<file path="config.mk">
export PLATFORM = sky130hd
export DESIGN_NAME = nasti_read_port
export DESIGN_NICKNAME = d
export VERILOG_FILES = /design/src/hdl/nasti_mem_pkg.sv /design/src/hdl/nasti_read_port.sv
export SDC_FILE = /design/constraint.sdc
export NUM_CORES = 1
export LEC_CHECK = 0
export BUFFER_PORTS_ARGS = -buffer_cell sky130_fd_sc_hd__buf_2
export CORE_ASPECT_RATIO = 0.5
export CORE_UTILIZATION = 25
export DETAILED_ROUTE_END_ITERATION = 10
export GPL_TIMING_DRIVEN = 0
export HOLD_SLACK_MARGIN = 0.06
export PLACE_DENSITY_LB_ADDON = 0.25
export SLEW_MARGIN = 20
export SYNTH_ARGS = -nofsm -noshare
export SYNTH_HDL_FRONTEND = slang
export SYNTH_SLANG_ARGS = --single-unit
</file>
<file path="constraint.sdc">
create_clock -name clk -period 2.9 [get_ports clk]
set_input_delay 0.58 -clock clk [delete_from_list [all_inputs] [get_ports clk]]
set_output_delay 0.58 -clock clk [all_outputs]
set_load 0.005 [all_outputs]
</file>
<file path="src/hdl/nasti_mem_pkg.sv">
// nasti memory shared types

package nasti_mem_pkg;

   // response codes on b and r
   typedef enum logic [1:0] {
      resp_okay   = 2'b00,
      resp_slverr = 2'b10
   } resp_t;

   // write port FSM
   typedef enum logic [1:0] {
      // waiting for an aw burst
      wr_idle,
      // waiting for the next w beat
      wr_data,
      // beat held, bank requested
      wr_commit,
      // b_valid up until b_ready
      wr_resp
   } wr_state_t;

   // read port FSM
   typedef enum logic [1:0] {
      // waiting for an ar burst
      rd_idle,
      // bank requested for the current beat
      rd_fetch,
      // word comes back from the bank
      rd_wait,
      // r_valid up until r_ready
      rd_send
   } rd_state_t;

endpackage

</file>
<file path="src/hdl/nasti_read_port.sv">
// NASTI read port
`timescale 1ns/1ps

module nasti_read_port #(
   parameter int ID_WIDTH     = 4,
   parameter int ADDR_WIDTH   = 16,
   parameter int DATA_WIDTH   = 64,
   parameter int MEM_WORDS    = 1024,
   localparam int STRB_WIDTH  = DATA_WIDTH / 8,
   localparam int INDEX_WIDTH = (MEM_WORDS > 1) ? $clog2(MEM_WORDS) : 1
) (
   input  logic                   clk,
   input  logic                   rstn,
   // ar channel
   input  logic                   ar_valid,
   output logic                   ar_ready,
   input  logic [ID_WIDTH-1:0]    ar_id,
   input  logic [ADDR_WIDTH-1:0]  ar_addr,
   input  logic [7:0]             ar_len,
   // r channel
   output logic                   r_valid,
   input  logic                   r_ready,
   output logic [ID_WIDTH-1:0]    r_id,
   output logic [DATA_WIDTH-1:0]  r_data,
   output nasti_mem_pkg::resp_t   r_resp,
   output logic                   r_last,
   // bank side
   output logic                   rd_req,
   input  logic                   rd_gnt,
   output logic [INDEX_WIDTH-1:0] rd_index,
   input  logic                   rd_rdata_valid,
   input  logic [DATA_WIDTH-1:0]  rd_rdata
);

   localparam int BYTE_SHIFT = $clog2(STRB_WIDTH);
   localparam logic [ADDR_WIDTH:0] WORD_LIMIT = (ADDR_WIDTH + 1)'(MEM_WORDS);

   nasti_mem_pkg::rd_state_t state;
   logic [7:0]               beats_left;
   logic [ADDR_WIDTH:0]      cur_index;
   logic                     in_range;
   logic                     ar_fire;
   logic                     r_fire;
   logic                     load_zero;
   logic                     load_word;

   assign ar_fire   = ar_valid && ar_ready;
   assign r_fire    = r_valid && r_ready;
   assign in_range  = cur_index < WORD_LIMIT;
   assign rd_req    = (state == nasti_mem_pkg::rd_fetch) && in_range;
   assign rd_index  = cur_index[INDEX_WIDTH-1:0];
   // out of range beats skip the bank
   assign load_zero = (state == nasti_mem_pkg::rd_fetch) && !in_range;
   assign load_word = (state == nasti_mem_pkg::rd_wait) && rd_rdata_valid;

   always_ff @(posedge clk or negedge rstn) begin
      if (!rstn) begin
         state    <= nasti_mem_pkg::rd_idle;
         ar_ready <= 1'b0;
         r_valid  <= 1'b0;
      end else begin
         case (state)
            nasti_mem_pkg::rd_idle: begin
               ar_ready <= !ar_fire;
               if (ar_fire) begin
                  state <= nasti_mem_pkg::rd_fetch;
               end
            end
            nasti_mem_pkg::rd_fetch: begin
               if (load_zero) begin
                  r_valid <= 1'b1;
                  state   <= nasti_mem_pkg::rd_send;
               end else if (rd_gnt) begin
                  state <= nasti_mem_pkg::rd_wait;
               end
            end
            nasti_mem_pkg::rd_wait: begin
               if (load_word) begin
                  r_valid <= 1'b1;
                  state   <= nasti_mem_pkg::rd_send;
               end
            end
            nasti_mem_pkg::rd_send: begin
               if (r_ready) begin
                  r_valid <= 1'b0;
                  if (r_last) begin
                     ar_ready <= 1'b1;
                     state    <= nasti_mem_pkg::rd_idle;
                  end else begin
                     state <= nasti_mem_pkg::rd_fetch;
                  end
               end
            end
            default: state <= nasti_mem_pkg::rd_idle;
         endcase
      end
   end

   always_ff @(posedge clk) begin
      if (ar_fire) begin
         r_id       <= ar_id;
         cur_index  <= {1'b0, ar_addr} >> BYTE_SHIFT;
         beats_left <= ar_len;
      end
      if (load_zero) begin
         r_data <= '0;
         r_resp <= nasti_mem_pkg::resp_slverr;
         r_last <= beats_left == 8'd0;
      end
      if (load_word) begin
         r_data <= rd_rdata;
         r_resp <= nasti_mem_pkg::resp_okay;
         r_last <= beats_left == 8'd0;
      end
      if (r_fire) begin
         cur_index  <= cur_index + (ADDR_WIDTH + 1)'(1);
         beats_left <= beats_left - 8'd1;
      end
   end

endmodule

</file>
==> results.cfg, run 1 <==
[final_layout]
nets = 629
num-fill-cells = 1740
final_cells = 756
area_growth_pct = 34.5
drive_above_1_share = 0.406
insertedDiodeCount = 0

[global_route]
antenna_found_initial = 0
grt.overflow.total = 0
grt_pass1_wl_um = 16600
grt_use_total = 0.120
first_global_vias = 3085
grt_start_max_net_pins = 44

[power_and_ir_drop]
peakVddDrop_mv = 0.401
p_seq_frac = 0.465
power.density_mw_per_mm2 = 998
p_int_mw = 3.95
total_leakage_power_nw = 2.67
swShare = 0.331
report.power.total_mw = 5.90
p_sw_mw = 1.95
pwr-share-clk = 0.215
comb_power_share = 0.320

[critical_path]
crit_fanout = 5
criticalPathCategory = reg2out
crit_slowest_cell = or4_4
worstSetupEndpointType = output port
worst-path-buf-inv = 1
crit_family = simple AND/OR/NAND/NOR gates
cpPeakStageDelay_ns = 0.60
path_cells = or4_4 > nor4_4 > buf_2
crit_arrival_ns = 1.87
startpoint_type = flop
worstPathRequired_ns = 2.32

[synthesis]
synth_nets = 439
synthCells = 334
synth_compound_gate_area_share = 0.0464
synthXorXnorAreaFrac = 0.0359
ys.flop_type = edfxtp_1
synth_cell_types = 40
synth_top_family_by_area = simple AND/OR/NAND/NOR gates
async_flop_share = 0.0404
yosys.area_share.simple = 0.173
ys_warn_count = 0
synth_edf_count = 94
synth_area_mm2 = 0.00439
ys_seq_area_frac = 0.670
synth-seq-cells = 99
synthAdderAreaFrac = 0.0199
syn_avg_cell_area_um2 = 13.2
synthMuxAreaShare = 0.0108

[detailed_routing]
firstDrtPassIters = 4
drtIter0Drc = 140
ant_nets = 0
wl_um = 11000
drt_drc_violations_left = 0
num_vias = 3247
viasPerCell = 4.29
wire_per_inst_um = 14.5

[sta]
worst_slew_pin_slew_ns = 0.661
fin_skew_ns = 0.0111
fin_crit_ns = 2.45
relSlewSlack = 0.558
min_period_over_period = 0.846
hold_viol = 0
setup_viol = 0
max_freq_mhz = 408
tns_ns = 0
rsz0062_at_grt = no
finalMaxSlewViolations = 0

[clock_network]
clk-insertion-delay-late_ns = 0.36
cts_buffer_depth = 2
path_clk_slew_ns = 0.07
cts_tree = built
cts_buffers = 9
htreeDepth = 3
cts_sinks = 99
root_buffer = clkbuf_16
ctsResizeCount = 0

[flow_run]
max_cap_violations = 0

[floorplanning]
fp.dieArea_mm2 = 0.0181
start_util = 0.262
ios = 182
rows = 33
dieHeight_um = 95.7
coreArea_mm2 = 0.0168
die-width_um = 189

[placement]
io_buffers = 177
hpwl_um = 7910
dp.cells = 739
gp_congestion = 0.707

[status]
outcome = finished clean

[min_path]
min_path_type = in2reg
-- Yosys cell counts (2+ instances only) --
cell type  count  area, µm²
inv_1         10       37.5
dfrtp_1        4        100
nor2_1         7       26.3
edfxtp_1      94       2820
a21oi_1        5       25.0
or4_4          2       22.5
buf_4         11       82.6
xor2_1         6       52.6
clkbuf_1      18       67.6
nor4_1         3       18.8
nand2_1       30        113
nor3_1         8       40.0
nand3_1        5       25.0
o21ai_0       22        110
nand4_1        2       12.5
ha_1           7       87.6
and3_1        65        407
xnor2_1       12        105
or3_1          2       12.5
-- sequential cells by signal, indices dropped and copies added (netlist names) --
| register | flops |
|---|---|
| ar_ready | 1 |
| beats_left | 8 |
| cur_index | 17 |
| r_data | 64 |
| r_id | 4 |
| r_last | 1 |
| r_resp | 1 |
| r_valid | 1 |
| state | 2 |
-- path summary, 6_finish.rpt --
path,depth (start not counted),slack [ns],start,endpoint
max,3,0.45,cur_index[14],rd_req
min,1,0.40,ar_id[3],r_id[3]
max reg2reg,4,0.60,cur_index[14],r_data[42]
min reg2reg,2,0.49,r_resp[1],r_resp[1]
max in group asynchronous,2,2.20,rstn,state[0]
min in group asynchronous,2,0.58,rstn,ar_ready
-- timing repair --
action	in CTS	in global routing
setup buffers	0	0
hold endpoints to repair	4	0
hold buffers	1	0
-- cells in the final DEF (no fill, tap or decap), types with 2 or more instances in the layout --
cell type	instances
inv_6	3
or4_4	2
edfxtp_1	94
buf_2	177
and3_1	65
clkinvlp_4	2
nand2_1	29
xor2_1	6
or3_1	2
dfrtp_1	4
nor3_1	8
inv_1	10
o21ai_0	22
buf_4	11
xnor2_1	12
a21oi_1	5
ha_1	7
nand4_1	2
clkbuf_1	18
nand3_1	5
clkbuf_16	9
nor4_1	3
nor2_1	7
-- per-layer routing --
metal,routed length [µm],up-vias,GRT usage
li1,-,1601,-
met1,4830,1540,0.150
met2,5430,92,0.205
met3,540,14,0.0314
met4,167,0,0.0410
met5,0,-,0
-- per-stage QoR --
stage | utilization | setup WS, ns | hold slack [ns] | instance area [µm²]
6_report | 0.353 | 0.447 | 0.403 | 5910
5_1_grt | 0.353 | 0.356 | 0.380 | 5910
4_1_cts | 0.352 | 0.243 | 0.379 | 5910
3_5_place_dp | 0.333 | -0.0305 | 0.398 | 5590
3_3_place_gp | 0.332 | -0.682 | 0.395 | 5560
2_1_floorplan | - | 0.161 | 0.284 | 4390
-- power by group through the flow --
stage	Clock [mW]	Sequential [mW]	Combinational (mW)
final	1.27	2.74	1.89
after detailed placement	0	2.78	1.93
after CTS	1.31	2.75	1.94
after global routing	1.36	2.83	2.13
after floorplan	0	2.83	0.924
after global placement	0	2.81	1.85
-- final cells by class --
cell class / instances / area, µm² / share of cell area
flip-flops and latches: 99 / 2940 / 0.498
multi-input cells: 195 / 1270 / 0.215
repair buffers: 179 / 916 / 0.155
well taps: 227 / 284 / 0.0481
clock buffers: 9 / 225 / 0.0381
plain buffers: 30 / 154 / 0.0260
clock inverters: 7 / 82.6 / 0.0140
inverters: 10 / 37.5 / 0.00635
-- kinds of logic (layout without fill, tap and decap cells) --
kind of cell / after synthesis / count (layout)
AO/OA/AOI/OAI: 35 / 35
multiplexers: 4 / 4
other: 1 / 1
AND/OR/NAND/NOR: 130 / 130
XOR/XNOR: 18 / 18
buffers and inverters: 40 / 235
adder cells (fa/ha/maj): 7 / 7
flip-flops: 99 / 99
No activity file was read; power rests on OpenSTA's default activity.
==> run 2: changes to the inputs <==
clock period = 2.4 ns   (was 2.9 ns; I/O delays follow)
==> run 2 against run 1 <==
Against the previous run: final cell count grew 0.26%; highest routed layer unchanged; sequential share of layout area is 0.21 points lower; largest power group unchanged; count of clock-buffer cells in the layout unchanged; global-route usage rose by 0.061 points; first-iteration DRC count up 12%; critical path depth unchanged; register-to-register slack lost 0.48 ns; routed wire length decreased by 0.45%.
==> results.cfg, run 2 (synthesis gave the netlist of run 1 again) <==
[status]
outcome = finished clean

[min_path]
min_path_type = in2reg
worstHoldStart = ar_id[0]
whs_path_depth = 1

[power_and_ir_drop]
p_seq_frac = 0.463
p_int_mw = 4.80
total_leakage_power_nw = 2.69
comb_power_share = 0.325
swShare = 0.330
peakVddDrop_mv = 0.492
pwr-share-clk = 0.212
power.density_mw_per_mm2 = 1210
p_sw_mw = 2.36

[detailed_routing]
wire_per_inst_um = 14.4
viasPerCell = 4.33
firstDrtPassIters = 4
ant_nets = 0
wl_um = 10900
drtIter0Drc = 157
drt_drc_violations_left = 0
num_vias = 3280

[placement]
io_buffers = 177
gp_congestion = 0.712
hpwl_um = 7940

[floorplanning]
die-width_um = 189
start_util = 0.262
fp.dieArea_mm2 = 0.0181
coreArea_mm2 = 0.0168
rows = 33
dieHeight_um = 95.7
ios = 182

[clock_network]
cts_buffers = 9
htreeDepth = 3
clk-insertion-delay-late_ns = 0.35
cts_tree = built
cts_sinks = 99
path_clk_slew_ns = 0.07
root_buffer = clkbuf_16
cts_buffer_depth = 2

[global_route]
busiest_layer = met2
first_global_vias = 3160
use_met3 = 0.0343
antenna_found_initial = 0
grt_start_max_net_pins = 46
met1_usage = 0.154
grt_pass1_wl_um = 16900
grt.overflow.total = 0
grtUsageMet2 = 0.199
grt_use_total = 0.121

[sta]
setup_viol = 0
relSlewSlack = 0.530
hold_viol = 0
hold_ws_ns = 0.305
finalMaxSlewViolations = 0
max_freq_mhz = 433
fin_crit_ns = 2.31
fin_skew_ns = 0.00893
min_period_over_period = 0.963
worst_slew_pin_slew_ns = 0.698

[final_layout]
final_core_util = 0.354
regMostFlops = r_data
area_growth_pct = 35.1
drive_above_1_share = 0.409
layout_commonest_cell = buf_2
reg.largest.list = r_data x64, cur_index x17, beats_left x8
nets = 631
final_cell_mix = buf_2, edfxtp_1, and3_1
largest_reg_flops = 64
insertedDiodeCount = 0

[critical_path]
criticalPathCategory = reg2out
crit_start = cur_index[13]
r2r_end = r_data[6]
crit_fanout = 5
r2r_slack_ns = 0.12
path_cells = or4_4 > nor4_4 > buf_2
timing.critical_path.to = rd_req
crit_arrival_ns = 1.83
ff2ff_path_depth = 4
worstSetupEndpointType = output port
worstPathRequired_ns = 1.92
startpoint_type = flop
crit_slowest_cell = or4_4
reg2reg_from = cur_index[13]
cpPeakStageDelay_ns = 0.56

[flow_run]
max_cap_violations = 0
==> run 2: changes by cell type in the layout (fill, tap and decap cells not counted), sizes merged <==
cell	previous run	this run
inv	14	12
clkinvlp	2	0
buf	190	192
clkinv	0	4
==> run 2: cell type report <==
| class | instances | area (µm²) |
|---|---|---|
| fillers | 1732 | 10800 |
| flip-flops and latches | 99 | 2940 |
| multi-input cells | 195 | 1270 |
| repair buffers | 181 | 938 |
| well taps | 227 | 284 |
| clock buffers | 9 | 225 |
| plain buffers | 30 | 154 |
| clock inverters | 7 | 85.1 |
| inverters | 10 | 37.5 |
==> run 2: worst max-delay path, delay by kind of cell, from the launching register on <==
| family | cells | cell delay [ns] |
|---|---|---|
| AND/OR/NAND/NOR | 2 | 0.85 |
| buffers and inverters | 1 | 0.18 |
| flip-flops | 1 | 0.45 |
==> run 2: power by group through the flow <==
stage / combinational, mW / sequential (mW) / clock (mW)
after floorplan: 1.12 / 3.40 / 0
after global placement: 2.25 / 3.37 / 0
after detailed placement: 2.35 / 3.37 / 0
after CTS: 2.36 / 3.33 / 1.57
after global routing: 2.62 / 3.42 / 1.63
final: 2.33 / 3.31 / 1.52
==> run 2: how the worst min path moves through the flow <==
stage                     to  slack, ns
floorplan           ar_ready       0.18
global placement    ar_ready       0.29
detailed placement  ar_ready       0.30
CTS                  r_id[0]       0.28
global route         r_id[0]       0.28
finish               r_id[0]       0.31
==> run 2: metal layers <==
layer / vias to the layer above / routed length (µm)
met2: 89 / 5270
li1: 1603 / -
met1: 1575 / 4910
met5: - / 0
met3: 13 / 565
met4: 0 / 173
==> run 2: timing repair <==
| action | CTS | global route |
|---|---|---|
| hold buffers | 1 | 0 |
| setup endpoints to repair | 0 | 1 |
| buffers inserted | 0 | 2 |
| resized for setup | 0 | 0 |
| endpoints found under the hold margin | 4 | 0 |
==> run 2: stage by stage <==
step                TNS, ns  instance area (µm²)  instances  power [mW]  worst slack (ns)
finish                    0                 5940        758        7.16            0.0892
global route        -0.0140                 5940        758        7.67           -0.0140
CTS                       0                 5920        756        7.27           0.00296
detailed placement        0                 5600        739        5.72            0.0110
global placement     -35.63                 5560        738        5.62            -0.415
floorplan                 0                 4390        334        4.52            0.0958
