===== config.mk =====
export PLATFORM = sky130hd
export DESIGN_NAME = nasti_write_port
export DESIGN_NICKNAME = d
export VERILOG_FILES = /design/src/hdl/nasti_mem_pkg.sv /design/src/hdl/nasti_write_port.sv
export SDC_FILE = /design/constraint.sdc
export NUM_CORES = 1
export LEC_CHECK = 0
export ABC_AREA = 1
export ABC_CLOCK_PERIOD_IN_PS = 2450
export BUFFER_PORTS_ARGS = -buffer_cell sky130_fd_sc_hd__buf_2
export CORE_MARGIN = 3
export CORE_UTILIZATION = 42
export DETAILED_ROUTE_END_ITERATION = 7
export PLACE_DENSITY = 0.75
export SYNTH_ARGS = -nofsm -noshare
export SYNTH_HDL_FRONTEND = slang
export SYNTH_SLANG_ARGS = --single-unit

===== constraint.sdc =====
create_clock -name clk -period 2.45 [get_ports clk]
set_clock_uncertainty 0.2 [all_clocks]
set_input_delay 0.1225 -clock clk [delete_from_list [all_inputs] [get_ports clk]]
set_output_delay 0.1225 -clock clk [all_outputs]
set_load 0.005 [all_outputs]

===== src/hdl/nasti_mem_pkg.sv =====
// nasti memory shared types

package nasti_mem_pkg;

   // response codes on b and r
   typedef enum logic [1:0] {
      resp_okay   = 2'b00,
      resp_slverr = 2'b10
   } resp_t;

   // write port FSM
   typedef enum logic [1:0] {
      // waiting for an aw burst
      wr_idle,
      // waiting for the next w beat
      wr_data,
      // beat held, bank requested
      wr_commit,
      // b_valid up until b_ready
      wr_resp
   } wr_state_t;

   // read port FSM
   typedef enum logic [1:0] {
      // waiting for an ar burst
      rd_idle,
      // bank requested for the current beat
      rd_fetch,
      // word comes back from the bank
      rd_wait,
      // r_valid up until r_ready
      rd_send
   } rd_state_t;

endpackage


===== src/hdl/nasti_write_port.sv =====
// NASTI write port
`timescale 1ns/1ps

module nasti_write_port #(
   parameter int ID_WIDTH     = 4,
   parameter int ADDR_WIDTH   = 16,
   parameter int DATA_WIDTH   = 64,
   parameter int MEM_WORDS    = 1024,
   localparam int STRB_WIDTH  = DATA_WIDTH / 8,
   localparam int INDEX_WIDTH = (MEM_WORDS > 1) ? $clog2(MEM_WORDS) : 1
) (
   input  logic                   clk,
   input  logic                   rstn,
   // aw channel
   input  logic                   aw_valid,
   output logic                   aw_ready,
   input  logic [ID_WIDTH-1:0]    aw_id,
   input  logic [ADDR_WIDTH-1:0]  aw_addr,
   input  logic [7:0]             aw_len,
   // w channel
   input  logic                   w_valid,
   output logic                   w_ready,
   input  logic [DATA_WIDTH-1:0]  w_data,
   input  logic [STRB_WIDTH-1:0]  w_strb,
   input  logic                   w_last,
   // b channel
   output logic                   b_valid,
   input  logic                   b_ready,
   output logic [ID_WIDTH-1:0]    b_id,
   output nasti_mem_pkg::resp_t   b_resp,
   // bank side
   output logic                   wr_req,
   input  logic                   wr_gnt,
   output logic [INDEX_WIDTH-1:0] wr_index,
   output logic [DATA_WIDTH-1:0]  wr_data,
   output logic [STRB_WIDTH-1:0]  wr_strb
);

   localparam int BYTE_SHIFT = $clog2(STRB_WIDTH);
   localparam logic [ADDR_WIDTH:0] WORD_LIMIT = (ADDR_WIDTH + 1)'(MEM_WORDS);

   nasti_mem_pkg::wr_state_t state;
   logic                     err;
   logic                     last_q;
   logic [7:0]               beats_left;
   // one spare bit so a long burst near the top cannot wrap
   logic [ADDR_WIDTH:0]      cur_index;
   logic                     in_range;
   logic                     aw_fire;
   logic                     w_fire;
   logic                     beat_done;

   assign aw_fire   = aw_valid && aw_ready;
   assign w_fire    = w_valid && w_ready;
   assign in_range  = cur_index < WORD_LIMIT;
   assign wr_req    = (state == nasti_mem_pkg::wr_commit) && in_range;
   assign beat_done = (state == nasti_mem_pkg::wr_commit) && (wr_gnt || !in_range);
   assign wr_index  = cur_index[INDEX_WIDTH-1:0];
   assign b_resp    = err ? nasti_mem_pkg::resp_slverr : nasti_mem_pkg::resp_okay;

   always_ff @(posedge clk or negedge rstn) begin
      if (!rstn) begin
         state    <= nasti_mem_pkg::wr_idle;
         aw_ready <= 1'b0;
         w_ready  <= 1'b0;
         b_valid  <= 1'b0;
         err      <= 1'b0;
      end else begin
         case (state)
            nasti_mem_pkg::wr_idle: begin
               aw_ready <= !aw_fire;
               if (aw_fire) begin
                  w_ready <= 1'b1;
                  err     <= 1'b0;
                  state   <= nasti_mem_pkg::wr_data;
               end
            end
            nasti_mem_pkg::wr_data: begin
               if (w_fire) begin
                  w_ready <= 1'b0;
                  state   <= nasti_mem_pkg::wr_commit;
               end
            end
            nasti_mem_pkg::wr_commit: begin
               // out of range beats are dropped but still counted
               if (beat_done) begin
                  err <= err || !in_range;
                  if (last_q) begin
                     b_valid <= 1'b1;
                     state   <= nasti_mem_pkg::wr_resp;
                  end else begin
                     w_ready <= 1'b1;
                     state   <= nasti_mem_pkg::wr_data;
                  end
               end
            end
            nasti_mem_pkg::wr_resp: begin
               if (b_ready) begin
                  b_valid  <= 1'b0;
                  aw_ready <= 1'b1;
                  state    <= nasti_mem_pkg::wr_idle;
               end
            end
            default: state <= nasti_mem_pkg::wr_idle;
         endcase
      end
   end

   always_ff @(posedge clk) begin
      if (aw_fire) begin
         b_id       <= aw_id;
         cur_index  <= {1'b0, aw_addr} >> BYTE_SHIFT;
         beats_left <= aw_len;
      end
      // burst closes on w_last or when the aw_len count runs out
      if (w_fire) begin
         wr_data <= w_data;
         wr_strb <= w_strb;
         last_q  <= w_last || (beats_left == 8'd0);
      end
      if (beat_done) begin
         cur_index  <= cur_index + (ADDR_WIDTH + 1)'(1);
         beats_left <= beats_left - 8'd1;
      end
   end

endmodule


==> impl_metrics.toml, run 1 <==
[status]
outcome = "complete, no violations"

[power_and_ir_drop]
irDropWorstVdd_mv = 0.3591
powerDensity_nw_per_um2 = 506.3
finalPower_mw = 3.382
p_leak_nw = 2.859

[timing]
rsz0062_at_grt = "no"
fin_crit_sh_pct = 77.98
drv_slew = 0
hold_viol = 0
fin_crit_ns = 1.910
finalSetupViolations = 0
whs_ns = 0.05619
timing.fmax_mhz = 523.4
setup_tns_ns = 0

[routing]
routed_wl_mm = 12.42
vias_per_cell = 4.661
routedWlPerCell_um = 16.08
drt_pass1_iterations = 4
ant_nets = 0
route.detailed.drc = 0
vias = 3598
drt-initial-drc-count = 161

[placement]
place_congestion = 0.8020
hpwl_mm = 7.661
dpl_cell_area_um2 = 5461
numPortBuffers = 194

[synth]
yosys_warnings = 0
syn_area_per_cell_um2 = 13.19
synth_edf_count = 102
synth_nets = 445
ys_ff_latch = 108
syn_area_um2 = 4433
ys_types = 29
async_flop_share_pct = 5.556
synth_seq_area_share_pct = 72.48
syn_inst = 336
synth_ff_type = "edfxtp_1"

[hold_path]
whs_path_depth = 6
hold_class = "primary input to register"

[critical_path]
cp-start-kind = "register"
required_ns = 2.38
worstPathArrival_ns = 1.84
path_class = "register to register"
crit_fanout = 18
ff2ff_path_depth = 9
cp_cell_sequence = "inv_2, nand2_1, nor2_2, nand3_2, nand2_4, buf_4, nor2_1, o21ai_0, nand2_1"
cp_num_buf_inv = 2
path_depth = 9
max_stage_delay_ns = 0.45
crit_slowest_cell = "edfxtp_1"
worstSetupEndpointType = "register"
cpLargestDelayFamily = "simple AND/OR/NAND/NOR gates"
path_common_cell = "nand2_1"

[cells_and_area]
final_cell_area_um2 = 6680
syn_to_final_growth_pct = 50.69
final_nets = 742
final_util_pct = 66.80
drive_gt1_share_pct = 38.56

[global_route]
grt_pass1_vias = 3683
grt_usage_pct = 21.26
grt_max_degree = 73
overflow = 0
antenna_found_initial = 0
grt_pass1_wl_mm = 18.84

[die]
die-area_um2 = 11820
ios = 199
die_w_um = 108.7
row_count = 36
coreArea_um2 = 10000
start_util_pct = 44.33
die_y_um = 108.7

[cts]
cts.clk_slew.worst_paths_ns = 0.11
numCtsBuffers = 9
h-tree-depth = 3
cts_root_buf = "clkbuf_8"
cts_tree = "built"
cts_setup_buffers = 0
worstSkewPairLatency_ns = 0.37
cts_buffer_depth = 2
cts.sinks = 108

[flow_run]
drv_cap = 0
-- registers in the layout, indices dropped and copies added, names as in the netlist --
name / cells
state: 2
last_q: 1
wr_strb: 8
wr_data: 64
b_id: 4
beats_left: 8
w_ready: 1
err: 1
aw_ready: 1
b_valid: 1
cur_index: 17
-- worst reg2reg max path, delay by kind of cell, from the launching register on --
kind,cells,cell delay (ns)
buf+inv,2,0.36
compound gates,1,0.07
simple gates,6,0.59
flops,1,0.45
-- path summary, 6_finish.rpt --
check                           slack [ns]      endpoint     startpoint
max in group asynchronous             1.31       b_valid           rstn
worst max register to register        0.54  cur_index[7]  cur_index[12]
min in group asynchronous             0.51      state[0]           rstn
worst max-delay path                  0.54  cur_index[7]  cur_index[12]
worst min-delay path                  0.06      state[0]         wr_gnt
worst min register to register        0.34       w_ready        w_ready
-- power breakdown --
group | switching [mW] | total, mW | leakage [nW] | internal [mW]
Clock | 0.621 | 1.00 | 0.0829 | 0.382
Sequential | 0.0196 | 2.06 | 1.02 | 2.04
Combinational | 0.115 | 0.316 | 1.76 | 0.201
-- placed cells by master, fill, tap and decap left out, types with 2 or more instances in the layout --
master / n
clkinvlp_4: 3
inv_1: 26
nand3_2: 2
dfrtp_1: 6
o21ai_2: 5
inv_2: 6
nand2_1: 76
edfxtp_1: 102
buf_4: 3
nor3_2: 2
clkbuf_8: 9
xnor2_1: 5
nand3_1: 22
dlygate4sd3_1: 104
inv_6: 2
nor2_2: 3
buf_2: 194
nor2_1: 16
xor2_1: 6
nand2_2: 8
o21ai_0: 11
nand4_1: 5
ha_1: 2
a21oi_2: 4
nor3_1: 5
-- final cells by class --
cell class                      instances  area (um2)
Timing Repair Buffer                  302        2054
Multi-Input combinational cell        179       940.9
Antenna cell                            1       2.502
Fill cell                             733        3319
Tap cell                              133       166.4
Inverter                               33       127.6
Sequential cell                       108        3213
Clock buffer                           10       127.6
Clock inverter                          6       47.55
-- cells in the mapped netlist (4+ instances only) --
cell type | n | area [um2]
nor2_1 | 16 | 60.06
o21ai_0 | 11 | 55.05
nand2_1 | 76 | 285.3
buf_4 | 12 | 90.09
xor2_1 | 6 | 52.55
xnor2_1 | 5 | 43.79
inv_2 | 6 | 22.52
nand3_1 | 22 | 110.1
a21oi_2 | 4 | 35.03
o21ai_2 | 5 | 43.79
edfxtp_1 | 102 | 3063
dfrtp_1 | 6 | 150.1
nand2_2 | 8 | 50.05
nand4_1 | 5 | 31.28
inv_1 | 27 | 101.4
nor3_1 | 5 | 25.02
-- logic make-up after synthesis --
group / synth area share, %
compound gates: 3.471
xor+xnor: 2.173
fa+ha+maj: 0.5644
buf+inv: 6.294
flops: 72.48
other cells: 0.08459
simple gates: 14.93
-- through the flow --
step	setup slack, ns	std cells
finish	0.5396	772
CTS	0.5594	771
global placement	0.5939	651
floorplan	0.1460	336
global route	0.4056	771
detailed placement	0.5715	651
-- per-layer routing --
| layer | wire length, um | up-vias | track usage, % | share of wire (%) |
|---|---|---|---|---|
| met2 | 6833 | 128 | 37.64 | 55 |
| met5 | 0 | - | 0 | 0 |
| met3 | 674 | 31 | 6.098 | 5.4 |
| met4 | 360 | 0 | 9.017 | 2.9 |
| li1 | - | 1738 | - | - |
| met1 | 4546 | 1701 | 23.93 | 37 |
-- repair_timing --
action | in CTS | in global routing
hold buffers | 104 | 0
hold endpoints to repair | 113 | 0
gates resized for setup | 0 | 0
(Power assumes the default switching activity.)
==> inputs of run 2 (changes only) <==
- ABC_CLOCK_PERIOD_IN_PS: 2450 -> 1750
- clock period: 2.45 -> 1.75 ns (I/O delays scaled with it)
==> run 2 against run 1 <==
Cell count is 2.7% higher. Sequential share of layout area is 1.8 points lower. Routed wire length is 0.54% higher. Combinational power is 44% higher. Register-to-register slack worse by 0.49 ns. Fmax is 12% higher. Sequential cell count stayed put. Sequential power is 40% higher. Critical path depth is 3 lower.
==> impl_metrics.toml, run 2 (synthesis gave the netlist of run 1 again) <==
[status]
outcome = "complete, no violations"

[cells_and_area]
final_cell_mix = "buf_2 (194), dlygate4sd3_1 (103), edfxtp_1 (102)"
top_regs = "wr_data x64, cur_index x17"
drive_gt1_share_pct = 42.03
fin_cells = 793
layout_commonest_cell = "buf_2"
syn_to_final_growth_pct = 56.59
final_util_pct = 69.42
largest_reg_flops = 64
fillers = 724
max_flop_register = "wr_data"
final_cell_area_um2 = 6942
final_nets = 763

[die]
die-area_um2 = 11820
row_count = 36
die_w_um = 108.7
coreArea_um2 = 10000
start_util_pct = 44.33
die_y_um = 108.7
ios = 199

[global_route]
use_met1_pct = 22.43
antenna_found_initial = 0
grt_usage_pct = 20.41
top_usage_layer = "met2"
met3_usage_pct = 3.789
grt_pass1_vias = 3668
grt_use_met2_pct = 37.60
overflow = 0
grt_pass1_wl_mm = 18.21
grt_max_degree = 43

[routing]
vias_per_cell = 4.676
routed_wl_mm = 12.48
ant_nets = 0
vias = 3708
drt_pass1_iterations = 4
routedWlPerCell_um = 15.74
route.detailed.drc = 0
drt-initial-drc-count = 205

[placement]
hpwl_mm = 7.727
numPortBuffers = 194
place_congestion = 0.9047
post-place-ws_ns = 0.03363
dpl_cell_area_um2 = 5549
dpl.cell_count = 659

[cts]
h-tree-depth = 3
worstSkewPairLatency_ns = 0.37
cts_buffer_depth = 2
cts_tree = "built"
cts.clk_slew.worst_paths_ns = 0.11
cts_root_buf = "clkbuf_8"
numCtsBuffers = 9
cts.sinks = 108

[power_and_ir_drop]
irDropWorstVdd_mv = 0.4981
finalPower_mw = 4.830
p_leak_nw = 3.000
powerDensity_nw_per_um2 = 695.8

[hold_path]
hold_class = "primary input to register"

[timing]
timing.fmax_mhz = 588.7
rsz0062_at_grt = "yes"
whs_ns = 0.02151
fin_crit_sh_pct = 97.07
fin_crit_ns = 1.699
hold_viol = 0
drv_slew = 0
setup_ws_ns = 0.05126
setup_tns_ns = 0
finalSetupViolations = 0

[flow_run]
drv_cap = 0

[critical_path]
crit_slowest_cell = "edfxtp_1"
crit_fanout = 25
cp_cell_sequence = "inv_2, nand2_1, nor2_4, nand3_4, nand2_8, nand2_4"
required_ns = 1.62
cpLargestDelayFamily = "simple AND/OR/NAND/NOR gates"
worstPathArrival_ns = 1.57
worstSetupEndpointType = "register"
r2r_slack_ns = 0.05
path_class = "register to register"
max_stage_delay_ns = 0.44
cp_num_buf_inv = 1
cp-start-kind = "register"
run 2: per-layer routing:
layer  vias up  wire length [um]
met5         -                 0
met3        30               649
met1      1760              4544
met2       133              6912
met4         0               376
li1       1785                 -
run 2: path summary, 6_finish.rpt:
| check | startpoint | endpoint | cells after the start |
|---|---|---|---|
| hold / removal | aw_valid | b_id[1] | 3 |
| setup / recovery | cur_index[12] | cur_index[3] | 6 |
| max in group asynchronous | rstn | state[0] | 3 |
| hold reg to reg | err | err | 2 |
| setup reg to reg | cur_index[12] | cur_index[3] | 6 |
| min in group asynchronous | rstn | state[1] | 3 |
run 2: layout make-up:
cell class | count | area (um2) | area share (%)
Inverter | 33 | 127.6 | 1.838
Multi-Input combinational cell | 180 | 1005 | 14.47
Sequential cell | 108 | 3213 | 46.29
Antenna cell | 1 | 2.502 | 0.03605
Timing Repair Buffer | 322 | 2232 | 32.16
Tap cell | 133 | 166.4 | 2.397
Clock buffer | 9 | 123.9 | 1.784
Clock inverter | 7 | 71.32 | 1.027
run 2: timing repair:
item                                   CTS  global route
hold buffers                           103             0
endpoints found under the hold margin  109             0
setup buffers                            1            11
cloned                                   0             2
pin swaps                                0             2
gates resized for setup                  0             9
setup endpoints to repair                1            47
run 2: worst register-to-register path, cell delays in order, from the launching register on:
cell	delay (ns)
edfxtp_1	0.44
inv_2	0.08
nand2_1	0.08
nor2_4	0.12
nand3_4	0.12
nand2_8	0.13
nand2_4	0.22
run 2: power by group:
| part | switching, mW | total, mW | internal (mW) |
|---|---|---|---|
| Clock | 0.934 | 1.49 | 0.556 |
| Sequential | 0.0258 | 2.89 | 2.86 |
| Combinational | 0.163 | 0.454 | 0.291 |
| Total | 1.12 | 4.83 | 3.71 |
==> inputs of run 3 (changes only) <==
- ABC_AREA: 1 -> unset
- PLACE_DENSITY: 0.75 -> 0.77
==> run 3 against run 2 <==
Clock power decreased by 5%. Combinational power increased to 5.7 times the previous value. Sequential cell count unchanged. The flow now finishes with violations (setup timing). Non-clock buffer count is 19 higher. Synthesized cell count shrank 18%. Count of clock-buffer cells in the layout unchanged. Routed wire length is 8.0% higher. Critical path depth is 2 lower.
==> impl_metrics.toml, run 3 <==
[routing]
vias_per_cell = 4.876
route.detailed.drc = 0
routed_wl_mm = 13.48
routedWlPerCell_um = 18.14
drt-initial-drc-count = 227
vias = 3623
ant_nets = 0
drt_pass1_iterations = 5

[cts]
cts.clk_slew.worst_paths_ns = 0.10
cts_root_buf = "clkbuf_8"
worstSkewPairLatency_ns = 0.36
numCtsBuffers = 9
h-tree-depth = 3
cts_buffer_depth = 2
cts.sinks = 108
cts_tree = "built"

[power_and_ir_drop]
irDropWorstVdd_mv = 0.6097
finalPower_mw = 7.828
powerDensity_nw_per_um2 = 1125
p_leak_nw = 2.925

[synth]
yosys.area.top_type_share_pct = 73.54
syn_area_um2 = 4165
yosys_warnings = 0
async_flop_share_pct = 5.556
ys_types = 33
synth_most_common_cell = "edfxtp_1"
syn_area_per_cell_um2 = 15.20
synth_ff_type = "edfxtp_1"
ys_ff_latch = 108
synth_seq_area_share_pct = 77.14
synth_edf_count = 102
synth_commonest_cells = "edfxtp_1 (102), nand2_1 (34), o21ai_0 (24)"
synth_nets = 383
yosysTopAreaCell = "edfxtp_1"
syn_inst = 274
yosys-top-cells-area = "edfxtp_1 (74%), dfrtp_1 (3.6%), nand2_1 (3.1%), o21ai_0 (2.9%), xnor2_1 (2.5%)"

[cells_and_area]
fin_cells = 743
final_nets = 719
drive_gt1_share_pct = 45.28
max_flop_register = "wr_data"
final_cell_mix = "buf_2 (193), dlygate4sd3_1 (103), edfxtp_1 (102)"
largest_reg_flops = 64
top_regs = "wr_data x64, cur_index x17"
layout_commonest_cell = "buf_2"
final_cell_area_um2 = 6960
n_antenna_cell = 0
syn_to_final_growth_pct = 67.11

[global_route]
grt_max_degree = 32
antenna_found_initial = 1
grt_usage_pct = 23.43
grt_pass1_vias = 3693
grt_pass1_wl_mm = 20.09
overflow = 0

[critical_path]
worstSetupEndpointType = "register"
r2r_slack_ns = -0.16
rr_endpoint = "cur_index[16]"
required_ns = 1.77
cp-start-kind = "register"
crit_fanout = 4
ff2ff_path_depth = 4
worstPathArrival_ns = 1.94
r2r_start = "cur_index[11]"
path_class = "register to register"

[flow_run]
drv_cap = 0

[timing]
finalSetupViolations = 25
hold_viol = 0
drv_slew = 0
fin_crit_ns = 1.913
timing.fmax_mhz = 522.8
setup_ws_ns = -0.1628
rsz0062_at_grt = "yes"
fin_crit_sh_pct = 109.3

[placement]
dpl.cell_count = 618
numPortBuffers = 194
dpl_cell_area_um2 = 5542
hpwl_mm = 8.110
place_congestion = 0.8591

[status]
outcome = "complete, but fails checks"
violations = "setup timing"

[die]
die-area_um2 = 11150
coreArea_um2 = 9459
start_util_pct = 44.03
row_count = 35
die_y_um = 105.6
die_w_um = 105.6
ios = 199

[hold_path]
hold_class = "primary input to register"
whs_path_depth = 6
hold_path_end = "state[1]"
min-delay-start = "wr_gnt"
==> run 3: changes by cell type after synthesis, sizes merged, moves of 5 or more <==
cell   previous run  this run
nor2             20         8
inv              33         9
nand3            24         9
nor4              0         5
nand2            85        34
o21ai            16        24
xnor2             5        12
==> run 3: power breakdown <==
group          internal [mW]  switching, mW  leakage, nW
Sequential              3.54          0.301         1.03
Clock                  0.542          0.871       0.0906
Combinational           1.25           1.33         1.80
==> run 3: stage by stage <==
stage               setup WS [ns]  TNS, ns  hold slack, ns  util [%]
detailed placement        -0.1276  -0.7874         -0.2767     58.58
floorplan                 -0.1291  -0.7322         -0.4081         -
global placement         -0.09559  -0.1388         -0.2823     58.58
global route              -0.2223   -3.924          0.2186     73.58
finish                    -0.1628  -0.8588          0.2015     73.58
CTS                       -0.1291   -1.180          0.1421     72.86
==> run 3: layer usage <==
layer | track usage (%) | up-vias | part of all wire [%]
met5 | 0 | - | 0.096
met4 | 5.920 | 2 | 1.6
met3 | 6.185 | 27 | 8.5
met2 | 42.03 | 200 | 53
met1 | 28.01 | 1726 | 37
li1 | - | 1668 | -
==> run 3: cell families (layout without fill, tap and decap cells) <==
family	after synthesis	after routing	share of synthesized area, %
AOI/OAI and AO/OA	39	39	5.017
xor gates and xnor gates	18	18	3.785
adders and majority gates	2	2	0.6007
buffers and inverters	27	365	3.605
DFF	108	108	77.14
muxes	3	3	0.7510
other	1	1	0.09003
and+or+nand+nor	76	78	9.012
==> run 3: worst max-delay path by stage <==
stage | startpoint | endpoint
floorplan | cur_index[0] | cur_index[16]
finish | cur_index[11] | cur_index[16]
global route | cur_index[10] | cur_index[16]
detailed placement | cur_index[10] | cur_index[16]
global placement | cur_index[13] | cur_index[16]
CTS | cur_index[14] | wr_req
==> run 3: final cells by class <==
| type | count | area (um2) |
|---|---|---|
| tap | 129 | 161.4 |
| sequential | 108 | 3213 |
| clock buffer | 9 | 123.9 |
| timing repair buffer | 341 | 2396 |
| clock inverter | 6 | 61.31 |
| fill | 579 | 2499 |
| multi-input combinational | 141 | 970.9 |
| inverter | 9 | 33.78 |
==> run 3: worst max-delay path, cell delays in order (launching register included) <==
cell and delay, ns:
edfxtp_1 0.46, nand3_1 0.10, or4_4 0.56, or3_4 0.34, a21oi_2 0.12
==> run 3: timing repair <==
| item | CTS | global route |
|---|---|---|
| pin swaps | 3 | 5 |
| gates cloned | 2 | 1 |
| hold endpoints to repair | 109 | 0 |
| setup endpoints to repair | 48 | 56 |
| gates resized for setup | 10 | 18 |
| hold buffers | 103 | 0 |
| buffers inserted | 5 | 0 |
